`config.mk`:
```
export PLATFORM = sky130hd
export DESIGN_NAME = blimp_top
export DESIGN_NICKNAME = d
export VERILOG_FILES = /design/src/design/blimp_pkg.sv /design/src/design/blimp_ctrl.sv /design/src/design/blimp_mul.sv /design/src/design/blimp_regfile.sv /design/src/design/blimp_exec.sv /design/src/design/blimp_top.sv
export SDC_FILE = /design/constraint.sdc
export NUM_CORES = 2
export LEC_CHECK = 0
export BUFFER_PORTS_ARGS = -buffer_cell sky130_fd_sc_hd__buf_4
export CAP_MARGIN = 20
export CORE_MARGIN = 5
export CORE_UTILIZATION = 30
export DETAILED_ROUTE_END_ITERATION = 8
export HOLD_SLACK_MARGIN = 0.08
export PLACE_DENSITY = 0.51
export SYNTH_ARGS = -nofsm -noshare
export SYNTH_HDL_FRONTEND = slang
export SYNTH_SLANG_ARGS = --single-unit
```
`constraint.sdc`:
```
create_clock -name clk -period 7.6 [get_ports clk]
set_clock_uncertainty 0.05 [all_clocks]
set_input_delay 1.14 -clock clk [delete_from_list [all_inputs] [get_ports clk]]
set_output_delay 1.14 -clock clk [all_outputs]
set_load 0.01 [all_outputs]
```
`src/design/blimp_pkg.sv`:
```
//----------------------------------------------------------------------
// Blimp core shared definitions
// Widths, opcodes, reset vector, instruction views and port structs
//----------------------------------------------------------------------

`default_nettype none

package blimp_pkg;

  //--------------------------------------------------------------------
  // Widths and constants
  //--------------------------------------------------------------------

  localparam int unsigned xlen       = 32;
  localparam int unsigned reg_addr_w = 5;
  localparam int unsigned mul_steps  = 32;

  // First fetch address after reset
  localparam logic [xlen-1:0] reset_vector = 32'h0000_0200;

  // Major opcodes
  localparam logic [6:0] op_reg = 7'b0110011;
  localparam logic [6:0] op_imm = 7'b0010011;

  // funct7 splits ADD from MUL under op_reg
  localparam logic [6:0] funct7_add = 7'b0000000;
  localparam logic [6:0] funct7_mul = 7'b0000001;
  localparam logic [2:0] funct3_add = 3'b000;

  //--------------------------------------------------------------------
  // Instruction word views
  //--------------------------------------------------------------------

  // R-type, used by ADD and MUL
  typedef struct packed {
    logic [6:0]            funct7;
    logic [reg_addr_w-1:0] rs2;
    logic [reg_addr_w-1:0] rs1;
    logic [2:0]            funct3;
    logic [reg_addr_w-1:0] rd;
    logic [6:0]            opcode;
  } inst_r_t;

  // I-type, used by ADDI
  typedef struct packed {
    logic [11:0]           imm12;
    logic [reg_addr_w-1:0] rs1;
    logic [2:0]            funct3;
    logic [reg_addr_w-1:0] rd;
    logic [6:0]            opcode;
  } inst_i_t;

  // One fetched word, read through either view
  typedef union packed {
    inst_r_t r;
    inst_i_t i;
  } inst_t;

  //--------------------------------------------------------------------
  // Port bundles
  //--------------------------------------------------------------------

  typedef struct packed {
    logic            valid;
    logic [xlen-1:0] addr;
  } imem_req_t;

  typedef struct packed {
    logic            valid;
    logic [xlen-1:0] data;
  } imem_resp_t;

  // One pulse per retired instruction
  typedef struct packed {
    logic                  val;
    logic [xlen-1:0]       pc;
    logic [reg_addr_w-1:0] waddr;
    logic [xlen-1:0]       wdata;
    logic                  wen;
  } trace_t;

  typedef enum logic [2:0] {
    s_fetch,
    s_wait,
    s_exec,
    s_mul,
    s_retire
  } ctrl_state_t;

endpackage

`default_nettype wire

```
`src/design/blimp_ctrl.sv`:
```
//----------------------------------------------------------------------
// Blimp control FSM
// Sequences fetch, wait, execute, multiply and retire; owns the PC
//----------------------------------------------------------------------

`timescale 1ns/1ps
`default_nettype none

module blimp_ctrl (
  input  logic                          clk,
  input  logic                          reset,
  input  logic                          imem_req_ready,
  input  logic                          resp_valid,
  input  logic                          is_mul,
  input  logic                          mul_done,
  output blimp_pkg::ctrl_state_t        state,
  output blimp_pkg::imem_req_t          imem_req,
  output logic                          ir_load,
  output logic                          mul_start,
  output logic                          retire,
  output logic [blimp_pkg::xlen-1:0]    pc
);

  blimp_pkg::ctrl_state_t state_next;
  logic                   req_valid;
  logic                   req_fire;

  assign req_fire = req_valid && imem_req_ready;

  //--------------------------------------------------------------------
  // State register and next state
  //--------------------------------------------------------------------

  always_ff @(posedge clk) begin
    if (reset) begin
      state <= blimp_pkg::s_fetch;
    end else begin
      state <= state_next;
    end
  end

  always_comb begin
    state_next = state;
    case (state)
      blimp_pkg::s_fetch:  if (req_fire) state_next = blimp_pkg::s_wait;
      blimp_pkg::s_wait:   if (resp_valid) state_next = blimp_pkg::s_exec;
      // Multiplies detour through s_mul
      blimp_pkg::s_exec:   state_next = is_mul ? blimp_pkg::s_mul : blimp_pkg::s_retire;
      blimp_pkg::s_mul:    if (mul_done) state_next = blimp_pkg::s_retire;
      blimp_pkg::s_retire: state_next = blimp_pkg::s_fetch;
      default:             state_next = blimp_pkg::s_fetch;
    endcase
  end

  //--------------------------------------------------------------------
  // Request valid and PC
  //--------------------------------------------------------------------

  // Low for the first cycle after reset, then rises in s_fetch;
  // after a retire it rises in the following cycle
  always_ff @(posedge clk) begin
    if (reset) begin
      req_valid <= 1'b0;
    end else if (state == blimp_pkg::s_fetch && req_fire) begin
      req_valid <= 1'b0;
    end else if (state == blimp_pkg::s_fetch || state == blimp_pkg::s_retire) begin
      req_valid <= 1'b1;
    end
  end

  // Sequential PC only
  always_ff @(posedge clk) begin
    if (reset) begin
      pc <= blimp_pkg::reset_vector;
    end else if (retire) begin
      pc <= pc + blimp_pkg::xlen'(4);
    end
  end

  always_comb begin
    imem_req.valid = req_valid;
    imem_req.addr  = pc;
  end

  // Strobes to the datapath
  assign ir_load   = (state == blimp_pkg::s_wait) && resp_valid;
  assign mul_start = (state == blimp_pkg::s_exec) && is_mul;
  assign retire    = (state == blimp_pkg::s_retire);

  //--------------------------------------------------------------------
  // Assertions
  //--------------------------------------------------------------------

  // Multiplier finishes only while we wait on it
  a_mul_done_in_mul: assert property (@(posedge clk) disable iff (reset)
    mul_done |-> state == blimp_pkg::s_mul);

  // Request held with a stable address until it transfers
  a_req_hold: assert property (@(posedge clk) disable iff (reset)
    imem_req.valid && !imem_req_ready |=> imem_req.valid && $stable(imem_req.addr));

endmodule

`default_nettype wire

```
`src/design/blimp_mul.sv`:
```
//----------------------------------------------------------------------
// Blimp iterative multiplier
// Shift-add over mul_steps cycles, low 32 bits of the product
//----------------------------------------------------------------------

`timescale 1ns/1ps
`default_nettype none

module blimp_mul (
  input  logic                       clk,
  input  logic                       reset,
  input  logic                       start,
  input  logic [blimp_pkg::xlen-1:0] a,
  input  logic [blimp_pkg::xlen-1:0] b,
  output logic                       done,
  output logic [blimp_pkg::xlen-1:0] product
);

  // Multiplicand shifts left, multiplier shifts right
  logic [blimp_pkg::xlen-1:0] mcand;
  logic [blimp_pkg::xlen-1:0] mplier;
  logic [blimp_pkg::xlen-1:0] acc;

  // Steps left; zero means idle
  logic [5:0] count;
  logic       busy;

  assign busy = (count != 6'd0);

  //--------------------------------------------------------------------
  // Step counter
  //--------------------------------------------------------------------

  always_ff @(posedge clk) begin
    if (reset) begin
      count <= 6'd0;
    end else if (start) begin
      count <= 6'(blimp_pkg::mul_steps);
    end else if (busy) begin
      count <= count - 6'd1;
    end
  end

  // Last step runs this cycle, so acc is final at the next edge
  assign done = (count == 6'd1);

  //--------------------------------------------------------------------
  // Datapath
  //--------------------------------------------------------------------

  always_ff @(posedge clk) begin
    if (start) begin
      mcand  <= a;
      mplier <= b;
      acc    <= '0;
    end else if (busy) begin
      // Add partial product when low bit set
      if (mplier[0]) begin
        acc <= acc + mcand;
      end
      mcand  <= mcand << 1;
      mplier <= mplier >> 1;
    end
  end

  assign product = acc;

  //--------------------------------------------------------------------
  // Assertions
  //--------------------------------------------------------------------

  // No restart while an operation is in flight
  a_no_start_busy: assert property (@(posedge clk) disable iff (reset)
    start |-> !busy);

  // Done lands mul_steps cycles after start
  a_done_timing: assert property (@(posedge clk) disable iff (reset)
    start |-> ##(blimp_pkg::mul_steps) done);

endmodule

`default_nettype wire

```
`src/design/blimp_regfile.sv`:
```
//----------------------------------------------------------------------
// Blimp register file
// 31 storage registers, x0 reads zero; 2 read ports, 1 write port
//----------------------------------------------------------------------

`timescale 1ns/1ps
`default_nettype none

module blimp_regfile (
  input  logic                             clk,
  input  logic [blimp_pkg::reg_addr_w-1:0] rs1_addr,
  input  logic [blimp_pkg::reg_addr_w-1:0] rs2_addr,
  output logic [blimp_pkg::xlen-1:0]       rs1_data,
  output logic [blimp_pkg::xlen-1:0]       rs2_data,
  input  logic                             we,
  input  logic [blimp_pkg::reg_addr_w-1:0] waddr,
  input  logic [blimp_pkg::xlen-1:0]       wdata
);

  // No storage behind x0
  logic [blimp_pkg::xlen-1:0] regs [1:31];

  // Write at the clock edge
  always_ff @(posedge clk) begin
    if (we && waddr != '0) begin
      regs[waddr] <= wdata;
    end
  end

  // Combinational reads
  always_comb begin
    if (rs1_addr == '0) begin
      rs1_data = '0;
    end else begin
      rs1_data = regs[rs1_addr];
    end
  end

  always_comb begin
    if (rs2_addr == '0) begin
      rs2_data = '0;
    end else begin
      rs2_data = regs[rs2_addr];
    end
  end

endmodule

`default_nettype wire

```
`src/design/blimp_exec.sv`:
```
//----------------------------------------------------------------------
// Blimp execute block
// Instruction register, decode, operand select and ADD/ADDI adder
//----------------------------------------------------------------------

`timescale 1ns/1ps
`default_nettype none

module blimp_exec (
  input  logic                             clk,
  input  logic                             reset,
  input  logic                             ir_load,
  input  logic                             retire,
  input  blimp_pkg::ctrl_state_t           state,
  input  blimp_pkg::inst_t                 resp_data,
  input  logic [blimp_pkg::xlen-1:0]       rs1_data,
  input  logic [blimp_pkg::xlen-1:0]       rs2_data,
  input  logic [blimp_pkg::xlen-1:0]       product,
  output logic [blimp_pkg::reg_addr_w-1:0] rs1_addr,
  output logic [blimp_pkg::reg_addr_w-1:0] rs2_addr,
  output logic                             is_mul,
  output logic [blimp_pkg::xlen-1:0]       mul_a,
  output logic [blimp_pkg::xlen-1:0]       mul_b,
  output logic                             rf_we,
  output logic [blimp_pkg::reg_addr_w-1:0] waddr,
  output logic [blimp_pkg::xlen-1:0]       wdata
);

  blimp_pkg::inst_t           ir;
  logic                       is_add;
  logic                       is_addi;
  logic                       supported;
  logic [blimp_pkg::xlen-1:0] imm;
  logic [blimp_pkg::xlen-1:0] opnd_b;
  logic [blimp_pkg::xlen-1:0] sum;

  // Loaded on the response strobe
  always_ff @(posedge clk) begin
    if (ir_load) begin
      ir <= resp_data;
    end
  end

  //--------------------------------------------------------------------
  // Decode
  //--------------------------------------------------------------------

  // Register view for ADD/MUL
  assign is_add = (ir.r.opcode == blimp_pkg::op_reg) && (ir.r.funct3 == blimp_pkg::funct3_add)
               && (ir.r.funct7 == blimp_pkg::funct7_add);
  assign is_mul = (ir.r.opcode == blimp_pkg::op_reg) && (ir.r.funct3 == blimp_pkg::funct3_add)
               && (ir.r.funct7 == blimp_pkg::funct7_mul);
  // Immediate view for ADDI
  assign is_addi = (ir.i.opcode == blimp_pkg::op_imm) && (ir.i.funct3 == blimp_pkg::funct3_add);
  assign supported = is_add || is_addi || is_mul;

  assign imm      = {{(blimp_pkg::xlen-12){ir.i.imm12[11]}}, ir.i.imm12};
  assign rs1_addr = ir.r.rs1;
  assign rs2_addr = ir.r.rs2;

  //--------------------------------------------------------------------
  // Operands and write back
  //--------------------------------------------------------------------

  assign opnd_b = is_addi ? imm : rs2_data;
  assign sum    = rs1_data + opnd_b;
  assign mul_a  = rs1_data;
  assign mul_b  = rs2_data;

  assign waddr = ir.r.rd;
  assign wdata = is_mul ? product : sum;
  // No-ops and x0 writes retire without a write
  assign rf_we = retire && (ir.r.rd != '0) && supported;

  // IR held from load through retire
  a_ir_stable: assert property (@(posedge clk) disable iff (reset)
    (state == blimp_pkg::s_mul || state == blimp_pkg::s_retire) |-> $stable(ir));

endmodule

`default_nettype wire

```
`src/design/blimp_top.sv`:
```
//----------------------------------------------------------------------
// Blimp core top level
// Control, execute, register file and multiplier on the memory port
//----------------------------------------------------------------------

`timescale 1ns/1ps
`default_nettype none

module blimp_top (
  input  logic                  clk,
  input  logic                  reset,
  output blimp_pkg::imem_req_t  imem_req,
  input  logic                  imem_req_ready,
  input  blimp_pkg::imem_resp_t imem_resp,
  output blimp_pkg::trace_t     trace
);

  //--------------------------------------------------------------------
  // Internal nets
  //--------------------------------------------------------------------

  blimp_pkg::ctrl_state_t           state;
  logic                             ir_load;
  logic                             mul_start;
  logic                             retire;
  logic [blimp_pkg::xlen-1:0]       pc;

  logic                             is_mul;
  logic [blimp_pkg::reg_addr_w-1:0] rs1_addr;
  logic [blimp_pkg::reg_addr_w-1:0] rs2_addr;
  logic [blimp_pkg::xlen-1:0]       rs1_data;
  logic [blimp_pkg::xlen-1:0]       rs2_data;
  logic [blimp_pkg::xlen-1:0]       mul_a;
  logic [blimp_pkg::xlen-1:0]       mul_b;
  logic                             rf_we;
  logic [blimp_pkg::reg_addr_w-1:0] waddr;
  logic [blimp_pkg::xlen-1:0]       wdata;

  logic                             mul_done;
  logic [blimp_pkg::xlen-1:0]       product;

  //--------------------------------------------------------------------
  // Instances
  //--------------------------------------------------------------------

  blimp_ctrl i_ctrl (
    .clk            (clk),
    .reset          (reset),
    .imem_req_ready (imem_req_ready),
    .resp_valid     (imem_resp.valid),
    .is_mul         (is_mul),
    .mul_done       (mul_done),
    .state          (state),
    .imem_req       (imem_req),
    .ir_load        (ir_load),
    .mul_start      (mul_start),
    .retire         (retire),
    .pc             (pc)
  );

  // Response data feeds the instruction register directly
  blimp_exec i_exec (
    .clk       (clk),
    .reset     (reset),
    .ir_load   (ir_load),
    .retire    (retire),
    .state     (state),
    .resp_data (imem_resp.data),
    .rs1_data  (rs1_data),
    .rs2_data  (rs2_data),
    .product   (product),
    .rs1_addr  (rs1_addr),
    .rs2_addr  (rs2_addr),
    .is_mul    (is_mul),
    .mul_a     (mul_a),
    .mul_b     (mul_b),
    .rf_we     (rf_we),
    .waddr     (waddr),
    .wdata     (wdata)
  );

  blimp_regfile i_regfile (
    .clk      (clk),
    .rs1_addr (rs1_addr),
    .rs2_addr (rs2_addr),
    .rs1_data (rs1_data),
    .rs2_data (rs2_data),
    .we       (rf_we),
    .waddr    (waddr),
    .wdata    (wdata)
  );

  blimp_mul i_mul (
    .clk     (clk),
    .reset   (reset),
    .start   (mul_start),
    .a       (mul_a),
    .b       (mul_b),
    .done    (mul_done),
    .product (product)
  );

  // Trace mirrors the register file write at retire
  always_comb begin
    trace.val   = retire;
    trace.pc    = pc;
    trace.waddr = waddr;
    trace.wdata = wdata;
    trace.wen   = rf_we;
  end

endmodule

`default_nettype wire

```
Yosys cells after proc, flatten, opt, wreduce, memory -nomap -nowiden:

Memory sizes are Yosys's and may differ from the RTL's. A register that Yosys moved wholly into a read port is not among the register bits.
Index checks and enable logic that the tools add are counted.

* register bits after elaboration: 170
* bits in writable memories: 992
* input port bits: 36
* output and inout port bits: 104
* logic and storage cells: 70
* memories kept: 1

* $add $sub $neg: 4
* equal/unequal tests: 11
* muxes and demuxes: 19
* reductions and logical operators: 26

Memory list
* i_regfile.regs: depth 31, width 32, rd ports 2, clocked after Yosys merged registers in 2, wr ports 1, line blimp_regfile.sv:21 `logic [blimp_pkg::xlen-1:0] regs [1:31];`

Operators with widths (count)
* $mux W32: 8
* $add A32 B32 Y32: 2
* $add A32 B3 Y32 const B: 1
* $mux W3: 4
* $mux W6: 2
* $pmux W3 S4: 1
* $logic_and A1 B1 Y1: 11
* $logic_not A5 Y1: 2
* $mux W5: 2
* $eq A7 B1 Y1 const B: 1
* $eq A7 B5 Y1 const B: 1
* $eq A7 B6 Y1 const B: 1
* $logic_not A7 Y1: 1
* $eq A3 B2 Y1 const B: 2
* $eq A6 B1 Y1 const B: 1
* $logic_not A3 Y1: 2
* $reduce_bool A6 Y1: 1
* $sub A6 B1 Y6 const B: 1
* $reduce_bool A5 Y1: 1
* $ne A2 B1 Y1 const B: 2
* $reduce_or A2 Y1: 2
* $eq A3 B1 Y1 const B: 1
* $eq A3 B3 Y1 const B: 1
* $logic_or A1 B1 Y1: 3
* 5 further kinds: 6

Depth between registers and ports, before layout:

* depth in word-level cells: 9
* gate-level depth with buffers: 22
* gate-level depth less buffers: 17

Cells and area by module:

From an unflattened synthesis, not the netlist that was laid out.

* cell total of the unflattened synthesis: 3821
* area total of the unflattened synthesis: 58130.8 um^2

By module, submodules not included
* blimp_regfile: times used 1, cells each 2601, area each 46498.3 um^2, sequential area each 29788.6 um^2
* blimp_mul: times used 1, cells each 538, area each 5760.5 um^2, sequential area each 2682.6 um^2
* blimp_exec: times used 1, cells each 448, area each 3862.5 um^2, sequential area each 960.9 um^2
* blimp_ctrl: times used 1, cells each 232, area each 1994.4 um^2, sequential area each 680.7 um^2
* blimp_top: times used 1, cells each 2, area each 15.0 um^2, sequential area each 0.0 um^2

Worst setup path before layout:

No wires, ideal clock.

* path type: register -> output
* from: reg with a tool-made name
* to: out trace[31] (netlist bit)
* arrival time: 6128 ps
* required time: 6410 ps
* path slack: 282 ps
* stages on the path, launching flop included: 23
* path buffers: 5
* cells stage by stage: dfxtp_1 buf_2 buf_6 buf_2 buf_4 buf_2 mux2i_1 a21oi_1 mux4_2 mux2i_1 nor2_1 mux2_2 ha_1 fa_1 a211oi_1 o211ai_1 nand3b_1 a211oi_1 o31ai_1 a21boi_0 o211a_1 o21a_1 o31ai_1

RTL lines
* end: declaration: line blimp_top.sv:15 `output blimp_pkg::trace_t trace`

==> key figures <==
Placed design
  • RD Place Congestion: 0.848
  • Area after DPL: 0.0621 sq mm
  • IO Port Bufs: 135
  • DP HPWL: 118000 microns

Setup path
  • Worst setup EP type: primary output
  • RR Endpoint: i_regfile.regs[5][23]
  • Worst reg2reg path depth: 19
  • R2r setup slk: 1.66 ns
  • Kind of critical path: reg2out
  • Startpoint types: register
  • Crit-path max FO: 17
  • Crit path DAT: 6.26 ns
  • CP required: 6.41 ns

Detailed routing
  • Router iterations before antenna repair: 6
  • Post-DR wirelength/cell: 30.3 microns
  • Routed vias: 34100
  • Initial DRC count: 3725
  • Final WL: 188000 microns
  • Via/cell ratio: 5.50
  • ANT nets after route: 0
  • # DRC: 0

Synth
  • Seq/Total Area, Yosys: 60.4%
  • Syn Inst Count: 3370
  • Largest family of logic cells by synthesized area: multiplexers
  • Synthesized cell area: 0.0568 sq mm
  • Top_reg_cell synth: edfxtp_1
  • Synth Area in Adders: 1.52%
  • EDFF count, synth: 1088
  • Proportion of synthesized area in mux cells: 25.6%
  • Area share of and/or/nand/nor cells after synthesis: 5.32%
  • Syn avg cell area: 16.9 sq um
  • Synth Register Bits: 1170
  • Ys async rst share: 0%
  • Synth Area in Compound Gates: 3.66%
  • Post-Synth XOR/XNOR Area: 1.14%
  • Synth warnings: 0
  • Post-synth cell types: 71

Hold path
  • Worst Hold Endpoint: i_mul.product[21]
  • Hold path start: i_mul.product[21]
  • Hold Crit Class: reg2reg
  • Worst hold path depth: 2

Timing
  • Final setup violating endpoints: 0
  • Worst Tran Pin Value: 1.17 ns
  • Fmax: 134 MHz
  • Tcrit/Tclk final: 98.0%
  • RSZ-0062 raised after global routing: false
  • Setup TNS: 0 ns
  • Slew Limit Fails: 0
  • Headroom to the max-slew limit: 22.1%
  • Final hold violations: 0
  • Post-layout min period: 7.45 ns
  • WHS: 0.431 ns

GRT
  • Antenna violations before repair: 4
  • Vias in the first global route: 34400
  • Gr usage total: 18.7%
  • First-pass GRT wire length: 265000 microns
  • Largest net degree at the start of global routing: 70
  • GR Overflow Total: 0

Outcome
  • Status: finished clean

Cells and area
  • Layout net count: 3705
  • Final instance area: 0.0670 sq mm
  • Area growth from synthesis to layout: 17.9%
  • Fill cells: 17700
  • Fraction of layout cells with a size suffix above 1: 33.4%

Clock network
  • Clk sinks: 1170
  • CTS Buffer Depth: 3
  • Root Driver: clkbuf_16
  • # hold bufs at CTS: 0
  • Cts bufs inserted: 137
  • CTS tree: done
  • H-tree level count: 4
  • CTS clk-pin slew, worst paths: 0.07 ns
  • Insertion delay to the later sink of the worst-skew pair: 0.79 ns

Power and ir drop
  • Tot Pwr: 28.9 mW
  • Static Leak: 22.5 nW
  • Max rail drop VDD: 753 uV
  • Pwr dens: 431 mW/mm^2

Floorplan
  • Die width: 445 microns
  • Core region area: 0.188 sq mm
  • Starting Density: 30.2%
  • Die footprint: 0.198 sq mm
  • Die Ht: 445 microns
  • Placement row count: 159
  • IO Pins: 140

Flow run
  • Max-cap violation count: 0
## cell usage after synthesis, types with 7 or more instances
cell	count	share of area (%)
buf_6	7	0.14
and2_1	9	0.099
o211ai_1	9	0.12
o21ai_0	55	0.48
a21o_1	47	0.62
buf_2	72	0.63
clkbuf_1	112	0.74
nor2_1	256	1.7
xor2_1	41	0.63
nand2_1	290	1.9
buf_1	23	0.15
xnor2_1	33	0.51
inv_1	22	0.15
nor3b_1	7	0.092
mux2i_1	132	2.3
nand3_1	25	0.22
dfxtp_1	82	2.9
mux2_2	24	0.48
nand3b_1	9	0.12
or3_1	10	0.11
mux4_2	575	23
a31oi_1	10	0.11
a211oi_1	20	0.26
and3_1	17	0.19
buf_4	45	0.59
a21oi_1	155	1.4
nand4_1	12	0.13
nand2b_1	11	0.12
ha_1	66	1.5
edfxtp_1	1088	57
nor3_1	23	0.20
## metrics by stage
step	worst slack (ns)	instances	util (%)
global placement	0.616	5937	33.0
floorplan	0.282	3373	-
CTS	0.0292	6198	35.6
finish	0.149	6204	35.6
global route	0.0325	6201	35.6
detailed placement	0.612	5939	33.0
## cell usage in the layout (no fill, tap or decap), types with 29 or more instances in the layout
cell type  count
a21oi_1      142
dfxtp_1       72
nor2_4        33
ha_1          66
buf_4        298
nor2_1       222
edfxtp_1    1088
a21o_1        47
clkbuf_1      29
nand2_1      290
xor2_1        41
o21ai_0       45
mux2i_1      130
buf_12        44
xnor2_1       33
clkbuf_16    139
mux4_2       575
## routing by layer
layer / track usage (%) / vias to the layer above / wire (microns)
met2: 30.0 / 1334 / 88700
met5: 0 / - / 13
met3: 3.13 / 250 / 12600
met1: 26.4 / 18400 / 82000
met4: 5.32 / 2 / 5010
li1: - / 14200 / -
## power by group
part           internal [mW]  total, mW  switching (mW)
Combinational           3.84       11.1            7.30
Clock                   3.95       6.79            2.84
Sequential              10.6       11.0           0.356
Total                   18.4       28.9            10.5
## critical path, stage by stage (launching register included)
cell      delay [ns]
dfxtp_4         0.37
buf_12          0.14
buf_12          0.23
buf_4           0.24
mux4_2          0.53
mux4_2          0.47
mux2i_1         0.19
nor2_1          0.10
mux2_2          0.30
ha_1            0.40
o21ai_0         0.20
a21oi_1         0.10
o41ai_2         0.47
o22ai_2         0.22
nand3b_1        0.25
a21o_1          0.22
a21oi_1         0.17
xor2_1          0.10
a21oi_2         0.50
buf_4           0.23
## cell type report
class                      instances  area (sq um)  share of cell area [%]
clock inverter                    72           978                    1.46
multi-input combinational       1922         21600                    32.3
clock buffer                     172          3640                    5.43
tap                             2495          3120                    4.66
sequential                      1170         34400                    51.2
antenna                            3          7.51                  0.0112
inverter                          22          82.6                   0.123
timing repair buffer             348          3220                    4.81
## how the worst max path moves through the flow
stage,start,end,slack [ns],cells after the start
final,register,trace[24],0.15,19
after global routing,register,trace[31],0.03,19
after CTS,register,trace[31],0.03,19
after detailed placement,register,trace[30],0.61,18
after global placement,register,trace[30],0.62,19
after floorplan,register,trace[31],0.28,22
## kinds of logic after synthesis
group / count (synthesis)
multiplexers: 731
flip-flops: 1170
AND/OR/NAND/NOR: 699
XOR/XNOR: 74
buffers and inverters: 281
adder cells (fa/ha/maj): 68
AO/OA/AOI/OAI: 346
other: 1
## sequential cells by signal (all words and copies together), names as in the netlist, named ones only
register	flops
i_ctrl.req_valid	1
i_exec.ir	32
i_mul.mplier	32
i_mul.product	32
i_mul.mcand	32
i_mul.count	6
i_regfile.regs	992
i_ctrl.pc	30
i_ctrl.state	3
## what timing repair did
item / CTS / global route
pin swaps: 0 / 1
setup buffers: 14 / 2
resized for setup: 10 / 6
gates cloned: 1 / 0
setup endpoints to repair: 10 / 6
Power figures use the tool's default switching activity.
